[src/logic/snoop_defs.svh]
`ifndef SNOOP_DEFS_SVH
`define SNOOP_DEFS_SVH

// Number of snoopers behind the combiner
`define NUM_SNOOP 4

// Width of one CD data beat
`define DATA_W 32

// Width of a snooper index
`define SNOOP_IDX_W $clog2(`NUM_SNOOP)

`endif

[src/logic/snoop_pkg.sv]
`include "snoop_defs.svh"

package snoop_pkg;

    // Snoop control response flags
    typedef struct packed {
        logic WasUnique;                // Line was held unique
        logic IsShared;                 // Snooper keeps a copy
        logic PassDirty;                // Responsibility for dirty data moves
        logic Error;                    // Snooper reported an error
        logic DataTransfer;             // A CD burst follows
    } cr_chan_t;

    // Snoop data beat
    typedef struct packed {
        logic [`DATA_W-1:0] data;
        logic               last;       // Final beat of the burst
    } cd_chan_t;

    // Transaction controller states
    typedef enum logic [1:0] {
        TXN_IDLE   = 2'd0,
        TXN_ACTIVE = 2'd1,
        TXN_CLOSE  = 2'd2
    } txn_state_e;

    // First-responder tracking
    typedef enum logic {
        FR_FREE   = 1'b0,
        FR_LOCKED = 1'b1
    } fr_state_e;

endpackage

[src/logic/snoop_port_if.sv]
`include "snoop_defs.svh"

interface snoop_port_if;

    // Control responses, one lane per snooper
    logic                [`NUM_SNOOP-1:0] cr_valid;
    logic                [`NUM_SNOOP-1:0] cr_ready;
    snoop_pkg::cr_chan_t [`NUM_SNOOP-1:0] cr_chan;

    // Data bursts, one lane per snooper
    logic                [`NUM_SNOOP-1:0] cd_valid;
    logic                [`NUM_SNOOP-1:0] cd_ready;
    snoop_pkg::cd_chan_t [`NUM_SNOOP-1:0] cd_chan;

    // CR side as seen by the combiner
    modport cr_mp (
        input  cr_valid,
        input  cr_chan,
        output cr_ready
    );

    // CD side as seen by the burst selector
    modport cd_mp (
        input  cd_valid,
        input  cd_chan,
        output cd_ready
    );

endinterface

[src/logic/snoop_txn_if.sv]
`include "snoop_defs.svh"

interface snoop_txn_if;

    logic                  active;      // Transaction in flight
    logic [`NUM_SNOOP-1:0] sel_mask;    // Snoopers taking part
    logic [`NUM_SNOOP-1:0] dt_mask;     // Captured DataTransfer bits
    logic                  cr_done;     // Combined CR accepted
    logic                  cd_done;     // All bursts consumed

    modport ctrl_mp (
        output active,
        output sel_mask,
        input  dt_mask,
        input  cr_done,
        input  cd_done
    );

    modport cr_mp (
        input  active,
        input  sel_mask,
        output dt_mask,
        output cr_done
    );

    // The burst side also watches cr_done, after which dt_mask is final
    modport cd_mp (
        input  active,
        input  sel_mask,
        input  dt_mask,
        input  cr_done,
        output cd_done
    );

endinterface

[src/logic/cd_first_select.sv]
`include "snoop_defs.svh"

module cd_first_select (
    input  logic                clk_i,
    input  logic                rst_ni,

    snoop_port_if.cd_mp         snp,
    snoop_txn_if.cd_mp          txn,

    output logic                cd_valid_o,
    input  logic                cd_ready_i,
    output snoop_pkg::cd_chan_t cd_chan_o
);

    logic [`NUM_SNOOP-1:0]   eligible;
    logic [`NUM_SNOOP-1:0]   cd_ready;
    logic [`NUM_SNOOP-1:0]   last_fire;
    logic [`NUM_SNOOP-1:0]   fin_q;
    logic [`NUM_SNOOP-1:0]   fin_d;
    logic [`SNOOP_IDX_W-1:0] fr_q;
    logic [`SNOOP_IDX_W-1:0] cand_idx;
    logic [`SNOOP_IDX_W-1:0] fr_sel;
    snoop_pkg::fr_state_e    state_q;
    logic                    cand_found;
    logic                    fr_hit;
    logic                    all_fin;
    logic                    cr_seen_q;

    // Snoopers whose burst is announced but not yet finished
    assign eligible = {`NUM_SNOOP{txn.active}} & txn.sel_mask & txn.dt_mask & ~fin_q;

    // Lowest eligible snooper that is offering a beat
    always_comb begin
        cand_idx   = '0;
        cand_found = 1'b0;
        for (int i = `NUM_SNOOP - 1; i >= 0; i--) begin
            if (eligible[i] && snp.cd_valid[i]) begin
                cand_idx   = i[`SNOOP_IDX_W-1:0];
                cand_found = 1'b1;
            end
        end
    end

    assign fr_hit = (state_q == snoop_pkg::FR_LOCKED) || cand_found;
    assign fr_sel = (state_q == snoop_pkg::FR_LOCKED) ? fr_q : cand_idx;

    // First responder sees output back-pressure, everyone else is drained
    always_comb begin
        for (int i = 0; i < `NUM_SNOOP; i++) begin
            if (fr_hit && fr_sel == i[`SNOOP_IDX_W-1:0]) begin
                cd_ready[i] = eligible[i] && cd_ready_i;
            end else begin
                cd_ready[i] = eligible[i];
            end
            last_fire[i] = snp.cd_valid[i] && cd_ready[i] && snp.cd_chan[i].last;
        end
    end

    assign snp.cd_ready = cd_ready;

    assign cd_valid_o = fr_hit && eligible[fr_sel] && snp.cd_valid[fr_sel];
    assign cd_chan_o  = snp.cd_chan[fr_sel];

    assign fin_d   = fin_q | last_fire;
    assign all_fin = (txn.sel_mask & txn.dt_mask & ~fin_d) == '0;

    // dt_mask is final once the combined CR has gone out
    assign txn.cd_done = txn.active && (cr_seen_q || txn.cr_done) && all_fin;

    always_ff @(posedge clk_i or negedge rst_ni) begin
        if (!rst_ni) begin
            state_q   <= snoop_pkg::FR_FREE;
            fr_q      <= '0;
            fin_q     <= '0;
            cr_seen_q <= 1'b0;
        end else if (!txn.active) begin
            state_q   <= snoop_pkg::FR_FREE;    // Lock spans one transaction
            fin_q     <= '0;
            cr_seen_q <= 1'b0;
        end else begin
            fin_q <= fin_d;
            if (state_q == snoop_pkg::FR_FREE && cand_found) begin
                state_q <= snoop_pkg::FR_LOCKED;
                fr_q    <= cand_idx;
            end
            if (txn.cr_done) begin
                cr_seen_q <= 1'b1;
            end
        end
    end

endmodule

[src/logic/cr_combine.sv]
`include "snoop_defs.svh"

module cr_combine (
    input  logic                clk_i,
    input  logic                rst_ni,

    snoop_port_if.cr_mp         snp,
    snoop_txn_if.cr_mp          txn,

    output logic                cr_valid_o,
    input  logic                cr_ready_i,
    output snoop_pkg::cr_chan_t cr_chan_o
);

    logic                [`NUM_SNOOP-1:0] captured_q;
    logic                [`NUM_SNOOP-1:0] cr_ready;
    logic                [`NUM_SNOOP-1:0] cr_fire;
    snoop_pkg::cr_chan_t [`NUM_SNOOP-1:0] cr_q;
    logic                                 sent_q;
    logic                                 all_captured;

    // Each selected snooper is accepted exactly once
    always_comb begin
        for (int i = 0; i < `NUM_SNOOP; i++) begin
            cr_ready[i] = txn.active && txn.sel_mask[i] && !captured_q[i];
            cr_fire[i]  = cr_ready[i] && snp.cr_valid[i];
        end
    end

    assign snp.cr_ready = cr_ready;

    assign all_captured = (captured_q & txn.sel_mask) == txn.sel_mask;

    // Valid from the cycle after the final capture until accepted
    assign cr_valid_o  = txn.active && all_captured && !sent_q;
    assign txn.cr_done = cr_valid_o && cr_ready_i;

    always_comb begin
        for (int i = 0; i < `NUM_SNOOP; i++) begin
            txn.dt_mask[i] = captured_q[i] && cr_q[i].DataTransfer;
        end
    end

    // OR of all captured flags
    always_comb begin
        cr_chan_o = '0;
        for (int i = 0; i < `NUM_SNOOP; i++) begin
            if (captured_q[i]) begin
                cr_chan_o.WasUnique    |= cr_q[i].WasUnique;
                cr_chan_o.IsShared     |= cr_q[i].IsShared;
                cr_chan_o.PassDirty    |= cr_q[i].PassDirty;
                cr_chan_o.Error        |= cr_q[i].Error;
                cr_chan_o.DataTransfer |= cr_q[i].DataTransfer;
            end
        end
    end

    always_ff @(posedge clk_i or negedge rst_ni) begin
        if (!rst_ni) begin
            captured_q <= '0;
            sent_q     <= 1'b0;
        end else if (!txn.active) begin
            captured_q <= '0;               // Cleared while the controller closes
            sent_q     <= 1'b0;
        end else begin
            captured_q <= captured_q | cr_fire;
            if (txn.cr_done) begin
                sent_q <= 1'b1;
            end
        end
    end

    always_ff @(posedge clk_i) begin
        for (int i = 0; i < `NUM_SNOOP; i++) begin
            if (cr_fire[i]) begin
                cr_q[i] <= snp.cr_chan[i];
            end
        end
    end

endmodule

[src/logic/snoop_resp_top.sv]
`include "snoop_defs.svh"

module snoop_resp_top (
    input  logic                                 clk_i,
    input  logic                                 rst_ni,

    // Per-snooper control responses
    input  logic                [`NUM_SNOOP-1:0] cr_valids_i,
    output logic                [`NUM_SNOOP-1:0] cr_readies_o,
    input  snoop_pkg::cr_chan_t [`NUM_SNOOP-1:0] cr_chans_i,

    // Per-snooper data bursts
    input  logic                [`NUM_SNOOP-1:0] cd_valids_i,
    output logic                [`NUM_SNOOP-1:0] cd_readies_o,
    input  snoop_pkg::cd_chan_t [`NUM_SNOOP-1:0] cd_chans_i,

    // Snooper selection for the next transaction
    input  logic                [`NUM_SNOOP-1:0] oup_sel_i,
    input  logic                                 oup_sel_valid_i,
    output logic                                 oup_sel_ready_o,

    // Combined CR towards the requester
    output logic                                 cr_valid_o,
    input  logic                                 cr_ready_i,
    output snoop_pkg::cr_chan_t                  cr_chan_o,

    // Forwarded CD burst towards the requester
    output logic                                 cd_valid_o,
    input  logic                                 cd_ready_i,
    output snoop_pkg::cd_chan_t                  cd_chan_o
);

    snoop_port_if snp ();
    snoop_txn_if  txn ();

    // Snooper lanes onto the port bundle
    assign snp.cr_valid = cr_valids_i;
    assign snp.cr_chan  = cr_chans_i;
    assign cr_readies_o = snp.cr_ready;

    assign snp.cd_valid = cd_valids_i;
    assign snp.cd_chan  = cd_chans_i;
    assign cd_readies_o = snp.cd_ready;

    snoop_txn_ctrl i_txn_ctrl (
        .clk_i           (clk_i),
        .rst_ni          (rst_ni),
        .oup_sel_i       (oup_sel_i),
        .oup_sel_valid_i (oup_sel_valid_i),
        .oup_sel_ready_o (oup_sel_ready_o),
        .txn             (txn.ctrl_mp)
    );

    cr_combine i_cr_combine (
        .clk_i      (clk_i),
        .rst_ni     (rst_ni),
        .snp        (snp.cr_mp),
        .txn        (txn.cr_mp),
        .cr_valid_o (cr_valid_o),
        .cr_ready_i (cr_ready_i),
        .cr_chan_o  (cr_chan_o)
    );

    cd_first_select i_cd_first_select (
        .clk_i      (clk_i),
        .rst_ni     (rst_ni),
        .snp        (snp.cd_mp),
        .txn        (txn.cd_mp),
        .cd_valid_o (cd_valid_o),
        .cd_ready_i (cd_ready_i),
        .cd_chan_o  (cd_chan_o)
    );

endmodule

[src/logic/snoop_txn_ctrl.sv]
`include "snoop_defs.svh"

module snoop_txn_ctrl (
    input  logic                  clk_i,
    input  logic                  rst_ni,

    input  logic [`NUM_SNOOP-1:0] oup_sel_i,
    input  logic                  oup_sel_valid_i,
    output logic                  oup_sel_ready_o,

    snoop_txn_if.ctrl_mp          txn
);

    snoop_pkg::txn_state_e state_q;
    logic [`NUM_SNOOP-1:0] mask_q;
    logic                  cr_seen_q;
    logic                  cd_seen_q;
    logic                  cr_seen;
    logic                  cd_seen;

    assign oup_sel_ready_o = (state_q == snoop_pkg::TXN_IDLE);

    assign txn.active   = (state_q == snoop_pkg::TXN_ACTIVE);
    assign txn.sel_mask = mask_q;

    // Done results may arrive in either order
    assign cr_seen = cr_seen_q || txn.cr_done;
    assign cd_seen = cd_seen_q || txn.cd_done;

    always_ff @(posedge clk_i or negedge rst_ni) begin
        if (!rst_ni) begin
            state_q   <= snoop_pkg::TXN_IDLE;
            mask_q    <= '0;
            cr_seen_q <= 1'b0;
            cd_seen_q <= 1'b0;
        end else begin
            case (state_q)
                snoop_pkg::TXN_IDLE: begin
                    cr_seen_q <= 1'b0;
                    cd_seen_q <= 1'b0;
                    if (oup_sel_valid_i) begin
                        mask_q  <= oup_sel_i;
                        state_q <= snoop_pkg::TXN_ACTIVE;
                    end
                end
                snoop_pkg::TXN_ACTIVE: begin
                    cr_seen_q <= cr_seen;
                    cd_seen_q <= cd_seen;
                    if (cr_seen && cd_seen) begin
                        state_q <= snoop_pkg::TXN_CLOSE;
                    end
                end
                // One cycle with active low lets both blocks clear
                snoop_pkg::TXN_CLOSE: state_q <= snoop_pkg::TXN_IDLE;
                default:              state_q <= snoop_pkg::TXN_IDLE;
            endcase
        end
    end

endmodule

[config.mk]
export PLATFORM = sky130hd
export DESIGN_NAME = snoop_resp_top
export DESIGN_NICKNAME = d
export VERILOG_FILES = /design/src/logic/snoop_pkg.sv /design/src/logic/snoop_port_if.sv /design/src/logic/snoop_txn_if.sv /design/src/logic/cd_first_select.sv /design/src/logic/cr_combine.sv /design/src/logic/snoop_resp_top.sv /design/src/logic/snoop_txn_ctrl.sv
export VERILOG_INCLUDE_DIRS = /design/src /design/src/logic
export SDC_FILE = /design/constraint.sdc
export NUM_CORES = 1
export LEC_CHECK = 0
export BUFFER_PORTS_ARGS = -buffer_cell sky130_fd_sc_hd__buf_2
export CORE_MARGIN = 10
export CORE_UTILIZATION = 25
export DETAILED_ROUTE_END_ITERATION = 6
export HOLD_SLACK_MARGIN = 0.05
export SYNTH_ARGS = -nofsm -noshare
export SYNTH_HDL_FRONTEND = slang
export SYNTH_SLANG_ARGS = --single-unit
[constraint.sdc]
create_clock -name clk_i -period 6.95 [get_ports clk_i]
set_input_delay 1.7375 -clock clk_i [delete_from_list [all_inputs] [get_ports clk_i]]
set_output_delay 1.7375 -clock clk_i [all_outputs]
set_load 0.02 [all_outputs]
* After elaboration in Yosys (flattened, before gate mapping)
Cells that the tools add are included.
Storage, ports and cells: register bits after elaboration 40, bits in latches 0, memory bits (writable) 0, bits in read-only memories 0, bits of input ports 169, output and inout port bits 49, logic and storage cells 160, memories 0
Cells by class: add/sub/neg operators 0, multipliers 0, div/mod/pow operators 0, $lt $le $gt $ge 1, equal/unequal tests 9, shifts and indexed selects 0, multiplexer cells 34, bitwise logic cells 26, reductions and logical operators 61
Operators with widths (count):
- $bmux 33 s2 | 1
- $logic_and 1x1->1 | 45
- $mux 33 | 1
- $and 4x4->4 | 6
- $mux 5 | 4
- $or 1x1->1 | 15
- $mux 1 | 14
- $mux 2 | 7
- $mux 4 | 2
- $ne 2x2->1 const B | 4
- $not 4->4 | 2
- $or 4x4->4 | 2
- $reduce_and 2->1 | 3
- $logic_not 1->1 | 5
- $bmux 1 s2 | 2
- $eq 2x1->1 const B | 2
- $eq 2x2->1 const B | 2
- $eq 4x4->1 | 1
- $logic_not 2->1 | 2
- $logic_not 4->1 | 1
- $logic_or 1x1->1 | 4
- $pmux 1 s2 | 2
- $pmux 2 s2 | 1
- $lt 2x3->1 const B | 1
- 2 further kinds | 2

* Logic depth before layout (Yosys ltp)
depth in word-level cells 24, mapped depth 8

* Modules after synthesis
From an unflattened synthesis, not the netlist that was laid out.
Unflattened totals: cells, all modules 289, area, all modules 3123.0 sq um
Modules (own cells, without submodules):
- cd_first_select | instances 1, cells an instance 193, area an instance 1793.0 sq um, seq. area each 200.2 sq um
- cr_combine | instances 1, cells an instance 71, area an instance 993.5 sq um, seq. area each 725.7 sq um
- snoop_txn_ctrl | instances 1, cells an instance 25, area an instance 336.6 sq um, seq. area each 200.2 sq um

* Worst setup path before layout
No wires, ideal clock.
path kind input to output, start input cd_valids_i[0], end output cd_chan_o[22] (netlist bit), arrival 3.161 ns, data required time 5.213 ns, setup slack 2.051 ns, stages on the path 7, path through nand3b_1 -> o32ai_4 -> o31ai_4 -> buf_6 -> buf_4 -> nand2_1 -> a31oi_1
RTL lines:
- start, declared | line snoop_resp_top.sv:13 | input logic [`NUM_SNOOP-1:0] cd_valids_i,
- end, declared | line snoop_resp_top.sv:30 | output snoop_pkg::cd_chan_t cd_chan_o

==> run_results.csv <==
group,metric,value,unit
status,status,"completed",
clock_tree,worstSkewPairLatency,0.28,ns
pwr,p_int,0.000923,W
timing,setup-violations-final,0,
logic_synthesis,seq_area_frac_synth,35.7,%
clock_tree,hold_buffers,0,
worst_hold_path,worstHoldPathCells,2,
logic_synthesis,syn_area_per_cell,8.55,sq um
layout,num-fill-cells,1273,
worst_setup_path,cp.arrival,3.68,ns
route,drtIter0Drc,255,
route,drc,0,
logic_synthesis,ys_types,51,
clock_tree,cts_root_buffer,"clkbuf_16",
grt,grt_pass1_vias,3591,
timing,final.setup.worst_slack,1.53,ns
pwr,p_leak,2.08,nW
route,dr.pass1.iters,4,
timing,skew,0.00499,ns
worst_setup_path,r2r_start,"i_txn_ctrl.state_q[1]",
timing,worst_pin_slew,0.725,ns
logic_synthesis,async_flop_share,50.0,%
worst_setup_path,reg2reg_depth,6,
floorplan,placeableCoreArea,12100,sq um
clock_tree,post-cts-setup-buffer-count,0,
worst_hold_path,hp-class,"reg -> reg",
clock_tree,cts_htree_levels,2,
worst_setup_path,path_cells,"buf_2 > and3b_1 > a32oi_2 > o31a_4 > a211oi_1 > a31oi_1 > buf_2",
logic_synthesis,syn_area,3090,sq um
worst_setup_path,required,5.21,ns
floorplan,io-pin-count,218,
worst_hold_path,hp-start,"i_cd_first_select.fin_q[3]",
worst_setup_path,critPathTopFamily,"compound AO/OA/AOI/OAI gates",
place,gp_congestion,0.924,
worst_setup_path,critPathKind,"in -> out",
grt,grtUsageTotal,14.1,%
floorplan,rows,40,
timing,slew_violations,0,
clock_tree,post_cts_resized,0,
logic_synthesis,syn-instance-count,361,
place,dp_hpwl,10.7,mm
worst_hold_path,hold_end,"i_cd_first_select.fin_q[3]",
clock_tree,cts_tree,"yes",
timing,fin_crit,5.42,ns
route,vias,3596,
grt,grt_antenna_before_repair,0,
route,wl_per_cell,17.7,um
route,drt-total-wl,12.8,mm
floorplan,start_util,25.6,%
layout,seq_area,1100,sq um
layout,multiInputGateArea,1780,sq um
layout,layout-drive-gt1-share,43.1,%
worst_setup_path,r2r-end,"i_cd_first_select.fin_q[2]",
pwr,p_sw,0.00106,W
clock_tree,clock_sinks,40,
worst_setup_path,path_buf_inv,2,
pwr,clock_power_share,11.2,%
timing,rsz0062_at_grt,"no",
layout,syn_to_final_growth,41.5,%
pwr,swShare,53.4,%
logic_synthesis,synth_nets,530,
worst_setup_path,cp-start-kind,"input port",
logic_synthesis,ys_ff_latch,40,
grt,grt_pass1_wl,20.3,mm
place,place_ws,1.56,ns
place,portBuffers,217,
pwr,combPwrFrac,69.1,%
pwr,vdd_drop_max,208,uV
worst_setup_path,end_kind,"output pin",
worst_setup_path,max_stage_delay,0.62,ns
timing,slew-limit-headroom,51.7,%
timing,hold_viol,0,
worst_setup_path,path_common_cell,"buf_2",
clock_tree,clkTransAtPathRegs,0.06,ns
pwr,power_density,453,nW/um^2
pwr,seqPwrFrac,19.7,%
worst_setup_path,r2r_slack,4.14,ns
grt,grt_max_degree,71,
layout,n_antenna_cell,0,
timing,period_share,77.9,%
logic_synthesis,yosys_warnings,0,
floorplan,die_y,131,um
timing,setup_tns,0,ns
clock_tree,clockBufferDepth,2,
job,maxCapViolCount,0,
route,drtAntennaViolNets,0,
timing,timing.fmax,185,MHz
grt,grt_overflow_total,0,
layout,final_net_count,727,
logic_synthesis,synth.area.top_cells,"edfxtp_1, dfrtp_1, nand2_1",
logic_synthesis,netlist.area_leader.share,19.4,%
floorplan,die_w,131,um
worst_setup_path,path_max_fanout,70,
logic_synthesis,yosysTopAreaCell,"edfxtp_1",
floorplan,fp.dieArea,17200,sq um
clock_tree,cts_buffers,5,
route,vias_per_cell,4.95,
logic_synthesis,synthFlopType,"edfxtp_1",
logic_synthesis,synth_enable_flop_cells,20,
worst_setup_path,crit_slowest_cell,"o31a_4",
## how the worst max path moves through the flow
stage	startpoint	end	slack (ns)	depth (start not counted)
2_1_floorplan	cd_valids_i[0]	cd_chan_o[22]	2.05	7
3_3_place_gp	cd_valids_i[3]	cd_chan_o[0]	1.54	7
3_5_place_dp	cd_valids_i[3]	cd_chan_o[0]	1.56	7
4_1_cts	cd_valids_i[3]	cd_chan_o[0]	1.55	7
5_1_grt	cd_valids_i[3]	cd_chan_o[10]	1.43	7
6_report	cd_valids_i[3]	cd_chan_o[0]	1.53	7
## final cells by class
class | count | share of cell area (%)
multi-input combinational | 284 | 40.7
timing repair buffer | 221 | 25.5
sequential | 40 | 25.2
tap | 168 | 4.81
clock buffer | 6 | 2.95
inverter | 6 | 0.515
clock inverter | 2 | 0.286
## worst min-delay path, delay by kind of cell (launching register included)
kind / cells / cell delay [ns]
flip-flops: 1 / 0.35
AND/OR/NAND/NOR: 1 / 0.08
AO/OA/AOI/OAI: 1 / 0.05
## flip-flops by register name, indices dropped and copies added, names as in the netlist
name	flops
i_cd_first_select.state_q	1
i_cd_first_select.fin_q	4
i_cd_first_select.cr_seen_q	1
i_cr_combine.captured_q	4
i_txn_ctrl.cd_seen_q	1
i_cd_first_select.fr_q	2
i_cr_combine.cr_q	20
i_txn_ctrl.txn.sel_mask	4
i_txn_ctrl.state_q	2
i_txn_ctrl.cr_seen_q	1
## cells in the mapped netlist, types with 2 or more instances
library cell and number:
a31oi_1 37, a21o_1 4, buf_4 8, nand3_1 3
mux2_2 4, nor3_1 5, a211oi_1 34, a22oi_1 10
and3_1 8, a32o_1 2, nor2_1 12, and2_1 17
nor2b_1 4, and4b_1 4, edfxtp_1 20, a21oi_1 10
buf_2 14, nand4b_1 2, nor4_1 2, inv_1 6
dfrtp_1 20, buf_6 5, and2_0 22, nand2b_1 3
nand2_1 74, clkbuf_1 4, o21ai_0 3
## cell families after synthesis
logic type             count (synthesis)  share of synthesized area (%)
AOI/OAI and AO/OA                    114                           27.4
and+or+nand+nor                      166                           28.3
buffers and inverters                 37                           7.25
muxes                                  4                           1.46
DFF                                   40                           35.7
## power groups by stage
stage	sequential, W	clock, W	combinational, W
detailed placement	0.000393	0	0.00138
global placement	0.000391	0	0.00137
CTS	0.000390	0.000228	0.00138
finish	0.000390	0.000222	0.00137
floorplan	0.000353	0	0.00104
global route	0.000403	0.000239	0.00150
## placed cells by master, fill, tap and decap left out, types with 2 or more instances in the layout
| cell type | netlist | final |
|---|---|---|
| a31oi_1 | 37 | 36 |
| inv_1 | 6 | 6 |
| nor3_1 | 5 | 5 |
| a21oi_1 | 10 | 10 |
| nand4b_1 | 2 | 2 |
| nor2_1 | 12 | 12 |
| nand2b_1 | 3 | 3 |
| and3_1 | 8 | 8 |
| a22oi_1 | 10 | 10 |
| clkbuf_16 | 0 | 5 |
| nand2_1 | 74 | 74 |
| and4b_1 | 4 | 4 |
| nor2b_1 | 4 | 4 |
| nand3_1 | 3 | 3 |
| a32o_1 | 2 | 2 |
| and2_1 | 17 | 17 |
| edfxtp_1 | 20 | 20 |
| dfrtp_1 | 20 | 20 |
| nor4_1 | 2 | 2 |
| buf_2 | 14 | 217 |
| and2_0 | 22 | 22 |
| mux2_2 | 4 | 4 |
| o21ai_0 | 3 | 3 |
| buf_4 | 8 | 4 |
| a211oi_1 | 34 | 34 |
| a21o_1 | 4 | 4 |
## metrics by stage
step                util, %  hold slack (ns)  area (sq um)  std cells  power (W)
floorplan                 -            0.456          3090        361    0.00139
global placement       35.1            0.493          4230        719    0.00176
detailed placement     35.1            0.503          4230        719    0.00177
CTS                    36.2            0.520          4370        727    0.00200
global route           36.2            0.548          4370        727    0.00214
finish                 36.2            0.516          4370        727    0.00198
## metal layers
metal	track usage, %	routed length [um]
met2	24.2	6350
met1	16.6	5190
met3	4.31	1100
met4	3.50	197
met5	0	0
Note: power is estimated with default switching activity, not from simulation.
